==> src/sdram_pkg.sv <==
// SDRAM controller shared definitions
// commands, states, timing and bus bundles

package sdram_pkg;

    // timing, all counts in clk cycles
    localparam int POWERUP_WAIT     = 200;  // cut down for simulation
    localparam int T_RP             = 2;    // precharge to next command
    localparam int T_RFC            = 11;   // refresh to next command
    localparam int T_MRD            = 3;    // mode load to next command
    localparam int T_RCD            = 2;    // active to read/write
    localparam int CAS_LAT          = 2;
    localparam int T_WR_AP          = 4;    // write recovery incl. auto-precharge
    localparam int REFRESH_INTERVAL = 390;
    localparam int REQ_CREDITS      = 2;    // queue depth = host credits

    // A12..A0: reserved, write burst mode, op mode, CL=2, sequential, BL=1
    localparam logic [12:0] MODE_WORD = 13'b000_0_00_010_0_000;

    localparam int INIT_CNT_W = $clog2(POWERUP_WAIT + 1);
    localparam int REF_CNT_W  = $clog2(REFRESH_INTERVAL + 1);
    localparam int GAP_CNT_W  = $clog2(T_RFC + 1);  // refresh gap is the longest
    localparam int QPTR_W     = $clog2(REQ_CREDITS); // depth must be a power of two
    localparam int QCNT_W     = $clog2(REQ_CREDITS + 1);

    typedef logic [INIT_CNT_W-1:0] init_cnt_t;
    typedef logic [REF_CNT_W-1:0]  ref_cnt_t;
    typedef logic [GAP_CNT_W-1:0]  gap_cnt_t;
    typedef logic [QPTR_W-1:0]     qptr_t;
    typedef logic [QCNT_W-1:0]     qcnt_t;

    // /CS /RAS /CAS /WE
    typedef enum logic [3:0] {
        CMD_LOAD_MODE = 4'b0000,
        CMD_REFRESH   = 4'b0001,
        CMD_PRECHARGE = 4'b0010,
        CMD_ACTIVE    = 4'b0011,
        CMD_WRITE     = 4'b0100,
        CMD_READ      = 4'b0101,
        CMD_STOP      = 4'b0110,  // burst terminate
        CMD_NOP       = 4'b0111,
        CMD_INHIBIT   = 4'b1000   // chip deselected
    } sdram_cmd_e;

    // command/address bundle at the pins
    typedef struct packed {
        sdram_cmd_e  cmd;
        logic [1:0]  ba;
        logic [12:0] a;
    } sdram_bus_t;

    localparam sdram_bus_t BUS_NOP = '{cmd: CMD_NOP, ba: 2'd0, a: 13'd0};

    // one host word access
    typedef struct packed {
        logic        we;     // 1 = write
        logic [1:0]  ba;
        logic [12:0] row;
        logic [8:0]  col;
        logic [15:0] wdata;
    } host_req_t;

    typedef enum logic [2:0] {
        INIT_WAIT_ST, INIT_PRECHARGE, INIT_REFRESH1, INIT_REFRESH2, INIT_MODE, INIT_DONE
    } init_state_e;

    typedef enum logic [2:0] {
        ACC_IDLE, ACC_ACTIVE_WAIT, ACC_RW, ACC_PRECHARGE_WAIT, ACC_REFRESH_WAIT
    } access_state_e;

endpackage
==> src/sdram_ctrl.sv <==
`timescale 1ns/10ps
// SDRAM controller top level

module sdram_ctrl (
    input  logic                  clk,
    input  logic                  rst,
    // host side
    input  logic                  req_valid,
    input  sdram_pkg::host_req_t  req,
    output logic                  credit_return,
    output logic                  rd_valid,
    output logic [15:0]           rd_data,
    output logic                  init_done,
    // SDRAM pins
    output sdram_pkg::sdram_bus_t sdram_bus,
    output logic [15:0]           dq_out,
    output logic                  dq_oe,
    input  logic [15:0]           dq_in
);

    sdram_pkg::sdram_bus_t init_bus;   // power-up commands
    logic                  init_busy;
    logic                  refresh_req;
    logic                  refresh_ack;

    assign init_done = ~init_busy;

    sdram_init u_init (
        .clk       (clk),
        .rst       (rst),
        .init_bus  (init_bus),
        .init_busy (init_busy)
    );

    sdram_refresh u_refresh (
        .clk         (clk),
        .rst         (rst),
        .init_busy   (init_busy),
        .refresh_ack (refresh_ack),
        .refresh_req (refresh_req)
    );

    sdram_access u_access (
        .clk           (clk),
        .rst           (rst),
        .init_bus      (init_bus),
        .init_busy     (init_busy),
        .refresh_req   (refresh_req),
        .refresh_ack   (refresh_ack),
        .req_valid     (req_valid),
        .req           (req),
        .credit_return (credit_return),
        .rd_valid      (rd_valid),
        .rd_data       (rd_data),
        .sdram_bus     (sdram_bus),
        .dq_out        (dq_out),
        .dq_oe         (dq_oe),
        .dq_in         (dq_in)
    );

endmodule

==> src/sdram_access.sv <==
`timescale 1ns/10ps
// SDRAM access sequencer
// request queue, command FSM, pin registers and read capture

module sdram_access (
    input  logic                  clk,
    input  logic                  rst,
    input  sdram_pkg::sdram_bus_t init_bus,
    input  logic                  init_busy,
    input  logic                  refresh_req,
    output logic                  refresh_ack,
    input  logic                  req_valid,
    input  sdram_pkg::host_req_t  req,
    output logic                  credit_return,
    output logic                  rd_valid,
    output logic [15:0]           rd_data,
    output sdram_pkg::sdram_bus_t sdram_bus,
    output logic [15:0]           dq_out,
    output logic                  dq_oe,
    input  logic [15:0]           dq_in
);

    sdram_pkg::host_req_t          queue [sdram_pkg::REQ_CREDITS];
    sdram_pkg::qptr_t              wr_ptr;
    sdram_pkg::qptr_t              rd_ptr;
    sdram_pkg::qcnt_t              q_count;
    sdram_pkg::host_req_t          cur;      // access in progress
    sdram_pkg::access_state_e      state;
    sdram_pkg::gap_cnt_t           gap_cnt;
    logic [sdram_pkg::CAS_LAT+1:0] rd_pipe;  // bit k set k cycles after READ on pins
    logic [15:0]                   dq_in_q;  // input pad register
    logic                          start_ref;
    logic                          start_acc;

    // refresh wins over the queue head
    assign start_ref = (state == sdram_pkg::ACC_IDLE) && !init_busy && refresh_req;
    assign start_acc = (state == sdram_pkg::ACC_IDLE) && !init_busy && !refresh_req &&
                       (q_count != '0);

    // credits keep the host from pushing into a full queue
    always_ff @(posedge clk) begin
        if (req_valid) begin
            queue[wr_ptr] <= req;
        end
    end

    always_ff @(posedge clk or posedge rst) begin
        if (rst) begin
            wr_ptr  <= '0;
            rd_ptr  <= '0;
            q_count <= '0;
        end else begin
            if (req_valid) begin
                wr_ptr <= wr_ptr + sdram_pkg::qptr_t'(1);
            end
            if (start_acc) begin
                rd_ptr <= rd_ptr + sdram_pkg::qptr_t'(1);  // pop = credit back
            end
            q_count <= q_count + sdram_pkg::qcnt_t'(req_valid) - sdram_pkg::qcnt_t'(start_acc);
        end
    end

    always_ff @(posedge clk) begin
        if (start_acc) begin
            cur <= queue[rd_ptr];
        end
        if (state == sdram_pkg::ACC_RW && cur.we) begin
            dq_out <= cur.wdata;  // launched with WRITE
        end
        dq_in_q <= dq_in;
        if (rd_pipe[sdram_pkg::CAS_LAT+1]) begin
            rd_data <= dq_in_q;
        end
    end

    always_ff @(posedge clk or posedge rst) begin
        if (rst) begin
            state         <= sdram_pkg::ACC_IDLE;
            gap_cnt       <= '0;
            sdram_bus     <= sdram_pkg::BUS_NOP;
            dq_oe         <= 1'b0;
            refresh_ack   <= 1'b0;
            credit_return <= 1'b0;
            rd_pipe       <= '0;
            rd_valid      <= 1'b0;
        end else begin
            sdram_bus     <= init_busy ? init_bus : sdram_pkg::BUS_NOP;  // init owns the bus
            dq_oe         <= 1'b0;
            refresh_ack   <= 1'b0;
            credit_return <= 1'b0;
            rd_pipe       <= {rd_pipe[sdram_pkg::CAS_LAT:0], 1'b0};
            rd_valid      <= rd_pipe[sdram_pkg::CAS_LAT+1];
            case (state)
                sdram_pkg::ACC_IDLE: begin
                    if (start_ref) begin
                        sdram_bus.cmd <= sdram_pkg::CMD_REFRESH;
                        refresh_ack   <= 1'b1;
                        gap_cnt       <= sdram_pkg::gap_cnt_t'(sdram_pkg::T_RFC - 1);
                        state         <= sdram_pkg::ACC_REFRESH_WAIT;
                    end else if (start_acc) begin
                        sdram_bus.cmd <= sdram_pkg::CMD_ACTIVE;  // open the row
                        sdram_bus.ba  <= queue[rd_ptr].ba;
                        sdram_bus.a   <= queue[rd_ptr].row;
                        credit_return <= 1'b1;
                        // last tRCD cycle is spent in ACC_RW
                        gap_cnt       <= sdram_pkg::gap_cnt_t'(sdram_pkg::T_RCD - 2);
                        state         <= sdram_pkg::ACC_ACTIVE_WAIT;
                    end
                end
                sdram_pkg::ACC_ACTIVE_WAIT: begin
                    if (gap_cnt == '0) begin
                        state <= sdram_pkg::ACC_RW;
                    end else begin
                        gap_cnt <= gap_cnt - sdram_pkg::gap_cnt_t'(1);
                    end
                end
                sdram_pkg::ACC_RW: begin
                    sdram_bus.ba <= cur.ba;
                    sdram_bus.a  <= {2'b00, 1'b1, 1'b0, cur.col};  // A10 auto-precharge
                    if (cur.we) begin
                        sdram_bus.cmd <= sdram_pkg::CMD_WRITE;
                        dq_oe         <= 1'b1;
                        gap_cnt       <= sdram_pkg::gap_cnt_t'(sdram_pkg::T_WR_AP - 1);
                    end else begin
                        sdram_bus.cmd <= sdram_pkg::CMD_READ;
                        rd_pipe[0]    <= 1'b1;  // data returns later, FSM moves on
                        gap_cnt       <= sdram_pkg::gap_cnt_t'(sdram_pkg::T_RP - 1);
                    end
                    state <= sdram_pkg::ACC_PRECHARGE_WAIT;
                end
                sdram_pkg::ACC_PRECHARGE_WAIT, sdram_pkg::ACC_REFRESH_WAIT: begin
                    if (gap_cnt == '0) begin
                        state <= sdram_pkg::ACC_IDLE;
                    end else begin
                        gap_cnt <= gap_cnt - sdram_pkg::gap_cnt_t'(1);
                    end
                end
                default: begin
                    state <= sdram_pkg::ACC_IDLE;
                end
            endcase
        end
    end

endmodule

==> src/sdram_refresh.sv <==
`timescale 1ns/10ps
// SDRAM periodic refresh timer

module sdram_refresh (
    input  logic clk,
    input  logic rst,
    input  logic init_busy,
    input  logic refresh_ack,
    output logic refresh_req
);

    sdram_pkg::ref_cnt_t cnt;  // cycles until next refresh is due

    always_ff @(posedge clk or posedge rst) begin
        if (rst) begin
            cnt         <= sdram_pkg::ref_cnt_t'(sdram_pkg::REFRESH_INTERVAL - 1);
            refresh_req <= 1'b0;
        end else if (init_busy) begin
            // init runs its own refreshes
            cnt <= sdram_pkg::ref_cnt_t'(sdram_pkg::REFRESH_INTERVAL - 1);
        end else if (refresh_ack) begin
            // interval restarts from the issued refresh
            cnt         <= sdram_pkg::ref_cnt_t'(sdram_pkg::REFRESH_INTERVAL - 1);
            refresh_req <= 1'b0;
        end else if (cnt == '0) begin
            refresh_req <= 1'b1;  // sticky until ack, counter parks at zero
        end else begin
            cnt <= cnt - sdram_pkg::ref_cnt_t'(1);
        end
    end

endmodule

==> src/sdram_init.sv <==
`timescale 1ns/10ps
// SDRAM power-up sequencer

module sdram_init (
    input  logic                  clk,
    input  logic                  rst,
    output sdram_pkg::sdram_bus_t init_bus,
    output logic                  init_busy
);

    sdram_pkg::init_state_e state;
    sdram_pkg::init_cnt_t   wait_cnt;  // NOP cycles left before next step

    always_ff @(posedge clk or posedge rst) begin
        if (rst) begin
            state     <= sdram_pkg::INIT_WAIT_ST;
            wait_cnt  <= sdram_pkg::init_cnt_t'(sdram_pkg::POWERUP_WAIT - 1);
            init_bus  <= sdram_pkg::BUS_NOP;
            init_busy <= 1'b1;
        end else begin
            init_bus <= sdram_pkg::BUS_NOP;  // each command lasts one cycle
            if (wait_cnt != '0) begin
                wait_cnt <= wait_cnt - sdram_pkg::init_cnt_t'(1);
            end else begin
                case (state)
                    sdram_pkg::INIT_WAIT_ST: begin
                        // precharge all banks
                        init_bus.cmd   <= sdram_pkg::CMD_PRECHARGE;
                        init_bus.a[10] <= 1'b1;
                        wait_cnt       <= sdram_pkg::init_cnt_t'(sdram_pkg::T_RP);
                        state          <= sdram_pkg::INIT_PRECHARGE;
                    end
                    sdram_pkg::INIT_PRECHARGE: begin
                        init_bus.cmd <= sdram_pkg::CMD_REFRESH;  // first auto-refresh
                        wait_cnt     <= sdram_pkg::init_cnt_t'(sdram_pkg::T_RFC);
                        state        <= sdram_pkg::INIT_REFRESH1;
                    end
                    sdram_pkg::INIT_REFRESH1: begin
                        init_bus.cmd <= sdram_pkg::CMD_REFRESH;  // second one
                        wait_cnt     <= sdram_pkg::init_cnt_t'(sdram_pkg::T_RFC);
                        state        <= sdram_pkg::INIT_REFRESH2;
                    end
                    sdram_pkg::INIT_REFRESH2: begin
                        init_bus.cmd <= sdram_pkg::CMD_LOAD_MODE;
                        init_bus.a   <= sdram_pkg::MODE_WORD;
                        wait_cnt     <= sdram_pkg::init_cnt_t'(sdram_pkg::T_MRD);
                        state        <= sdram_pkg::INIT_MODE;
                    end
                    sdram_pkg::INIT_MODE: begin
                        // one more step since the access block registers the pins
                        state <= sdram_pkg::INIT_DONE;
                    end
                    sdram_pkg::INIT_DONE: begin
                        init_busy <= 1'b0;  // hand the bus over, stays here
                    end
                    default: begin
                        state <= sdram_pkg::INIT_DONE;
                    end
                endcase
            end
        end
    end

endmodule

==> config.mk <==
export PLATFORM = sky130hd
export DESIGN_NAME = sdram_ctrl
export DESIGN_NICKNAME = d
export VERILOG_FILES = /design/src/sdram_pkg.sv /design/src/sdram_ctrl.sv /design/src/sdram_access.sv /design/src/sdram_refresh.sv /design/src/sdram_init.sv
export SDC_FILE = /design/constraint.sdc
export NUM_CORES = 1
export LEC_CHECK = 0
export BUFFER_PORTS_ARGS = -buffer_cell sky130_fd_sc_hd__buf_2
export CAP_MARGIN = 5
export CORE_MARGIN = 2
export CORE_UTILIZATION = 36
export CTS_CLUSTER_SIZE = 8
export DETAILED_ROUTE_END_ITERATION = 10
export HOLD_SLACK_MARGIN = 0.08
export SLEW_MARGIN = 20
export SYNTH_ARGS = -nofsm -noshare
export SYNTH_HDL_FRONTEND = slang
export SYNTH_SLANG_ARGS = --single-unit
==> constraint.sdc <==
create_clock -name clk -period 3.7 [get_ports clk]
set_input_delay 0.74 -clock clk [delete_from_list [all_inputs] [get_ports clk]]
set_output_delay 0.74 -clock clk [all_outputs]
set_load 0.02 [all_outputs]
# --- After elaboration in Yosys (flattened, before gate mapping) ---
# Memories as Yosys holds them, arrays and structs flattened.
# Cells that the tools add are included.
word_totals:
  reg_bits: 151
  ram_bits: 82
  in_bits: 60
  out_inout_bits: 55
  elab_cells: 115
  mem_count: 1
memory_table:
  columns: ["name", "words", "width", "rd", "rd_clocked_by_memory_dff", "write_ports", "line", "source"]
  rows:
  - ["u_access.queue", 2, 41, 1, 0, 1, "sdram_access.sv:23", "sdram_pkg::host_req_t queue [sdram_pkg::REQ_CREDITS];"]
op_classes:
  n_addsub: 7
  n_eq_ne: 13
  muxes: 40
  bitwise: 3
  reduce_logical: 24
ops:
  columns: ["cell", "count"]
  rows:
  - ["$mux W19", 2]
  - ["$pmux W19 S2", 1]
  - ["$mux W9", 3]
  - ["$pmux W8 S3", 1]
  - ["$mux W4", 5]
  - ["$mux W1", 15]
  - ["$mux W15", 1]
  - ["$pmux W3 S5", 1]
  - ["$eq A3 B2 Y1 const B", 4]
  - ["$mux W3", 4]
  - ["$pmux W3 S4", 1]
  - ["$pmux W4 S3", 1]
  - ["$mux W11", 1]
  - ["$logic_not A9 Y1", 1]
  - ["$pmux W3 S3", 1]
  - ["$sub A9 B1 Y9 const B", 1]
  - ["$mux W8", 1]
  - ["$reduce_bool A8 Y1", 1]
  - ["$sub A8 B1 Y8 const B", 1]
  - ["$eq A3 B1 Y1 const B", 2]
  - ["$eq A3 B3 Y1 const B", 2]
  - ["$logic_not A3 Y1", 2]
  - ["$mux W6", 1]
  - ["$reduce_and A2 Y1", 3]
  - ["19 further kinds", 31]

# --- Logic depth before layout (Yosys ltp) ---
logic_depth:
  word_depth: 7
  depth_mapped: 7
  ltp_nobuf: 7

# --- Modules after synthesis ---
# From an unflattened synthesis, not the netlist that was laid out.
hier_totals:
  cells_unflattened: 490
  area_unflattened_um2: 8140.3
by_module_without_submodules:
  columns: ["mod", "instances", "cells_each", "area_each_um2", "seq_area_each_um2"]
  rows:
  - ["sdram_access", 1, 352, 6720.2, 5539.1]
  - ["sdram_init", 1, 84, 900.9, 436.7]
  - ["sdram_refresh", 1, 53, 515.5, 255.2]
  - ["sdram_ctrl", 1, 1, 3.8, 0.0]

# --- Worst setup path after synthesis ---
# No wires, ideal clock.
synth_path:
  path_type: "input to register"
  from: "in req_valid"
  to: "mem u_access.queue[0][0] (netlist name) (enable)"
  setup_time_ns: 0.444
  arrival_ns: 2.572
  t_required_ns: 3.256
  path_slack_ns: 0.684
  cell_stages: 1
  path_buffers: 0
  cell_sequence: "nor2b_1"
synth_via:
  elab_chain_len: 2
synth_lines:
  columns: ["element", "line", "source"]
  rows:
  - ["start, declared", "sdram_ctrl.sv:8", "input logic req_valid,"]
  - ["$mux W1", "sdram_access.sv:42", "if (req_valid) begin"]
  - ["$mux W1 (not written as such)", "sdram_access.sv:43", "queue[wr_ptr] <= req;"]
  - ["end, declared", "sdram_access.sv:23", null]
# Every way passes these cells.

# --- Final worst setup path ---
layout_path:
  from: "reg u_init.init_busy"
  to: "out init_done"
layout_via:
  elab_chain_len: 1
layout_lines:
  columns: ["element", "line", "source"]
  rows:
  - ["start, declared", "sdram_init.sv:8", "output logic init_busy"]
  - ["start signal, assigned", "sdram_init.sv:19", "init_busy <= 1'b1;"]
  - ["start signal, assigned", "sdram_init.sv:54", "init_busy <= 1'b0;"]
  - ["$not A1 Y1 (no source line)", null, null]
  - ["end, declared", "sdram_ctrl.sv:13", "output logic init_done,"]
# Every way passes these cells.

==> run_results.csv <==
group,metric,value,unit
sta,tightest_slew,1.069,ns
logic_synthesis,ys_types,61,
clocking,max-clock-path-buffers,3,
placement,place.gp.congestion,0.7531,
sta,setup_violations,0,
floorplanning,initial_core_util,36.93,%
logic_synthesis,seq_area_frac_synth,79.20,%
critical_path,slowest_delay,0.59,ns
flow_run,cap_viol_max_count,0,
route,drtAntennaViolNets,0,
sta,worst_slack,1.333,ns
route,drtPass1Iterations,7,
hold_path,holdCritPathClass,"in2async",
clocking,cts_tree,"yes",
clocking,clk_pin_slew,0.05,ns
clocking,worstSkewPairLatency,0.54,ns
placement,placed_area,8713,um2
placement,numPortBuffers,113,
power,p_clk_share,32.7,%
sta,rsz0062_at_grt,"no",
global_route,grt-ovfl-total,0,
power,power_frac_comb,19.4,%
critical_path,cp_data_required_time,2.96,ns
floorplanning,rows,53,
critical_path,cp_data_arrival_time,1.63,ns
floorplanning,die_area,22960,um2
floorplanning,die_y,151.5,um
placement,dp_hpwl,9315,um
clocking,cts_buffers,31,
cells_and_area,final_cell_area,9605,um2
route,drtIter0Drc,241,
floorplanning,ioPinCount,115,
clocking,clock-sinks,222,
cells_and_area,areaGrowthSynthToFinish,22.58,%
critical_path,path_cells,"clkinv_1 -> buf_2",
power,total_power,7.775,mW
power,p_leak,3.817,nW
route,wl_per_cell,16.12,um
clocking,post_cts_buffers,0,
power,internal-power,5.589,mW
route,vias_per_cell,4.647,
route,drc,0,
status,outcome,"completed",
placement,preCtsSetupSlack,1.445,ns
sta,min_period,2.367,ns
logic_synthesis,ys_ff_latch,222,
logic_synthesis,async_flop_share,28.83,%
logic_synthesis,synthCells,456,
clocking,postCtsHoldBufs,0,
logic_synthesis,synth_nets,520,
global_route,grt_pass1_wl,22600,um
global_route,grt_antenna_before_repair,0,
route,via_count,4145,
power,seqPwrFrac,48.0,%
route,wirelength,14380,um
critical_path,cp-start-kind,"flip-flop",
power,power_switching_share,28.12,%
sta,slew_headroom,28.76,%
sta,max_freq,422.4,MHz
logic_synthesis,synth_top_family_by_area,"multiplexers",
global_route,grt.total_usage,12.66,%
sta,fin_worst_skew,0.01992,ns
clocking,cts_root_buffer,"clkbuf_16",
sta,finalSetupTns,0,ns
global_route,grt_pass1_vias,4465,
logic_synthesis,muxShareOfSynthArea,6.594,%
logic_synthesis,avgSynthCellArea,17.18,um2
logic_synthesis,synth-edff-count,142,
critical_path,crit_fanout,9,
cells_and_area,diodes,0,
logic_synthesis,ys_warn_count,0,
cells_and_area,nets,656,
sta,hold_viol,0,
critical_path,worst_path_max_delay_cell,"dfstp_2",
critical_path,endpoint_kind,"output pin",
logic_synthesis,synth_compound_area_share,4.694,%
clocking,cts_resized,0,
logic_synthesis,synth-simple-area-share,5.780,%
sta,post-route-period-util,63.98,%
power,peakVddDrop,0.4004,mV
sta,whs,0.2231,ns
sta,drv_slew,0,
clocking,cts.htree.levels,1,
global_route,grt_max_degree,44,
logic_synthesis,synth_xor_area_share,1.118,%
power,p_sw,2.186,mW
logic_synthesis,synth.cell_area,7836,um2
power,p_per_area,809.5,nW/um2
logic_synthesis,synthAdderAreaFrac,0.6387,%
logic_synthesis,ys.flop_type,"edfxtp_1",
cells_and_area,drive_above_1_share,35.49,%
floorplanning,fp.coreArea,21220,um2
critical_path,path_class,"reg2out",
floorplanning,die_width,151.5,um
per-layer routing:
| layer | share of wire (%) | routed length [um] | up-vias | track usage [%] |
|---|---|---|---|---|
| met5 | 0 | 0 | - | 0 |
| met4 | 1.9 | 276 | 0 | 4.491 |
| met3 | 6.2 | 894 | 23 | 3.084 |
| met2 | 50 | 7155 | 130 | 21.63 |
| met1 | 42 | 6049 | 2030 | 15.76 |
| li1 | - | - | 1962 | - |
worst paths after layout:
check                           depth (start not counted)           startpoint              endpoint  slack (ns)
worst max register to register                          4    u_access.state[1]    u_access.dq_out[6]        1.72
worst max-delay path                                    2     u_init.init_busy             init_done        1.33
worst min-delay path                                    2                  rst    u_init.wait_cnt[5]        0.22
worst min register to register                          0  u_access.rd_pipe[0]   u_access.rd_pipe[1]        0.35
min in group clk                                        1            dq_in[12]  u_access.dq_in_q[12]        0.30
max in group asynchronous                               3                  rst       u_access.rd_ptr        2.53
Yosys cell counts (3+ instances only):
master    number  area share, %
xnor2_1        7           0.78
inv_1         16           0.77
a21oi_1        9           0.57
edfxtp_1     142             54
nand2_1       22            1.1
nor2_1        24            1.1
or3_1          3           0.24
a31oi_1        3           0.24
nand2b_1       3           0.24
dfstp_2       16            5.4
clkbuf_1       8           0.38
nor3b_1        4           0.38
xor2_1         3           0.34
mux2i_1       16            2.0
nor3_1         4           0.26
nand3_1        6           0.38
dfxtp_1       16            4.1
mux2_2        29            4.2
dfrtp_1       48             15
ha_1           4           0.64
o21ai_0       21            1.3
critical path, delay by kind of cell (launching register included):
kind / cells / cell delay (ns)
flops: 1 / 0.59
buf+inv: 2 / 0.51
layout make-up:
cell class,count,area [um2]
Clock buffer,57,883.3
Timing Repair Buffer,117,595.6
Sequential cell,222,6207
Inverter,18,67.56
Clock inverter,1,8.758
Multi-Input combinational cell,202,1499
Fill cell,1874,11610
Tap cell,275,344.1
cell families (layout without fill, tap and decap cells):
family | Yosys count | in the layout
XOR/XNOR | 10 | 10
buffers and inverters | 32 | 193
AND/OR/NAND/NOR | 85 | 85
other | 1 | 1
flip-flops | 222 | 222
adder cells (fa/ha/maj) | 4 | 4
AO/OA/AOI/OAI | 55 | 55
multiplexers | 47 | 47
stage by stage:
| step | instances | utilization (%) |
|---|---|---|
| after floorplan | 456 | - |
| after global placement | 834 | 41.06 |
| after detailed placement | 834 | 41.06 |
| after CTS | 892 | 45.27 |
| after global routing | 892 | 45.27 |
| final | 892 | 45.27 |
power by group through the flow:
stage               clock, mW  combinational (mW)  sequential (mW)
global placement            0                1.48             3.76
global route             2.72                1.66             3.81
CTS                      2.61                1.54             3.74
detailed placement          0                1.53             3.78
floorplan                   0                1.04             3.75
finish                   2.54                1.51             3.73
cell usage in the layout (no fill, tap or decap), types with 2 or more instances in the layout:
cell type and instances:
nor4_1 2, buf_4 4, inv_1 14, nor2_4 2
nor3b_2 2, a21oi_1 9, dfstp_2 16, clkbuf_16 31
o21ai_0 21, mux2_2 29, nand3_1 6, xor2_1 3
or4_1 2, inv_2 3, a211oi_1 2, nand2b_1 3
xnor2_1 7, a31oi_1 3, a22o_1 2, or3_1 3
o211ai_1 2, buf_2 113, nor3_1 4, nand2_1 22
dfxtp_1 16, mux2i_1 16, nand3b_1 2, edfxtp_1 142
mux2_4 2, o31a_1 2, nor3b_1 3, clkbuf_1 25
ha_1 4, nor2_1 24, dfrtp_1 47
flip-flops by register name (all words and copies together), names as in the netlist, 5 cells and up:
name                cells
u_access.rd_data       16
u_access.sdram_bus     18
u_access.queue         82
u_access.cur           28
u_access.dq_out        16
u_init.init_bus         5
u_access.dq_in_q       16
u_init.wait_cnt         8
u_refresh.cnt           9
(Power assumes the default switching activity.)
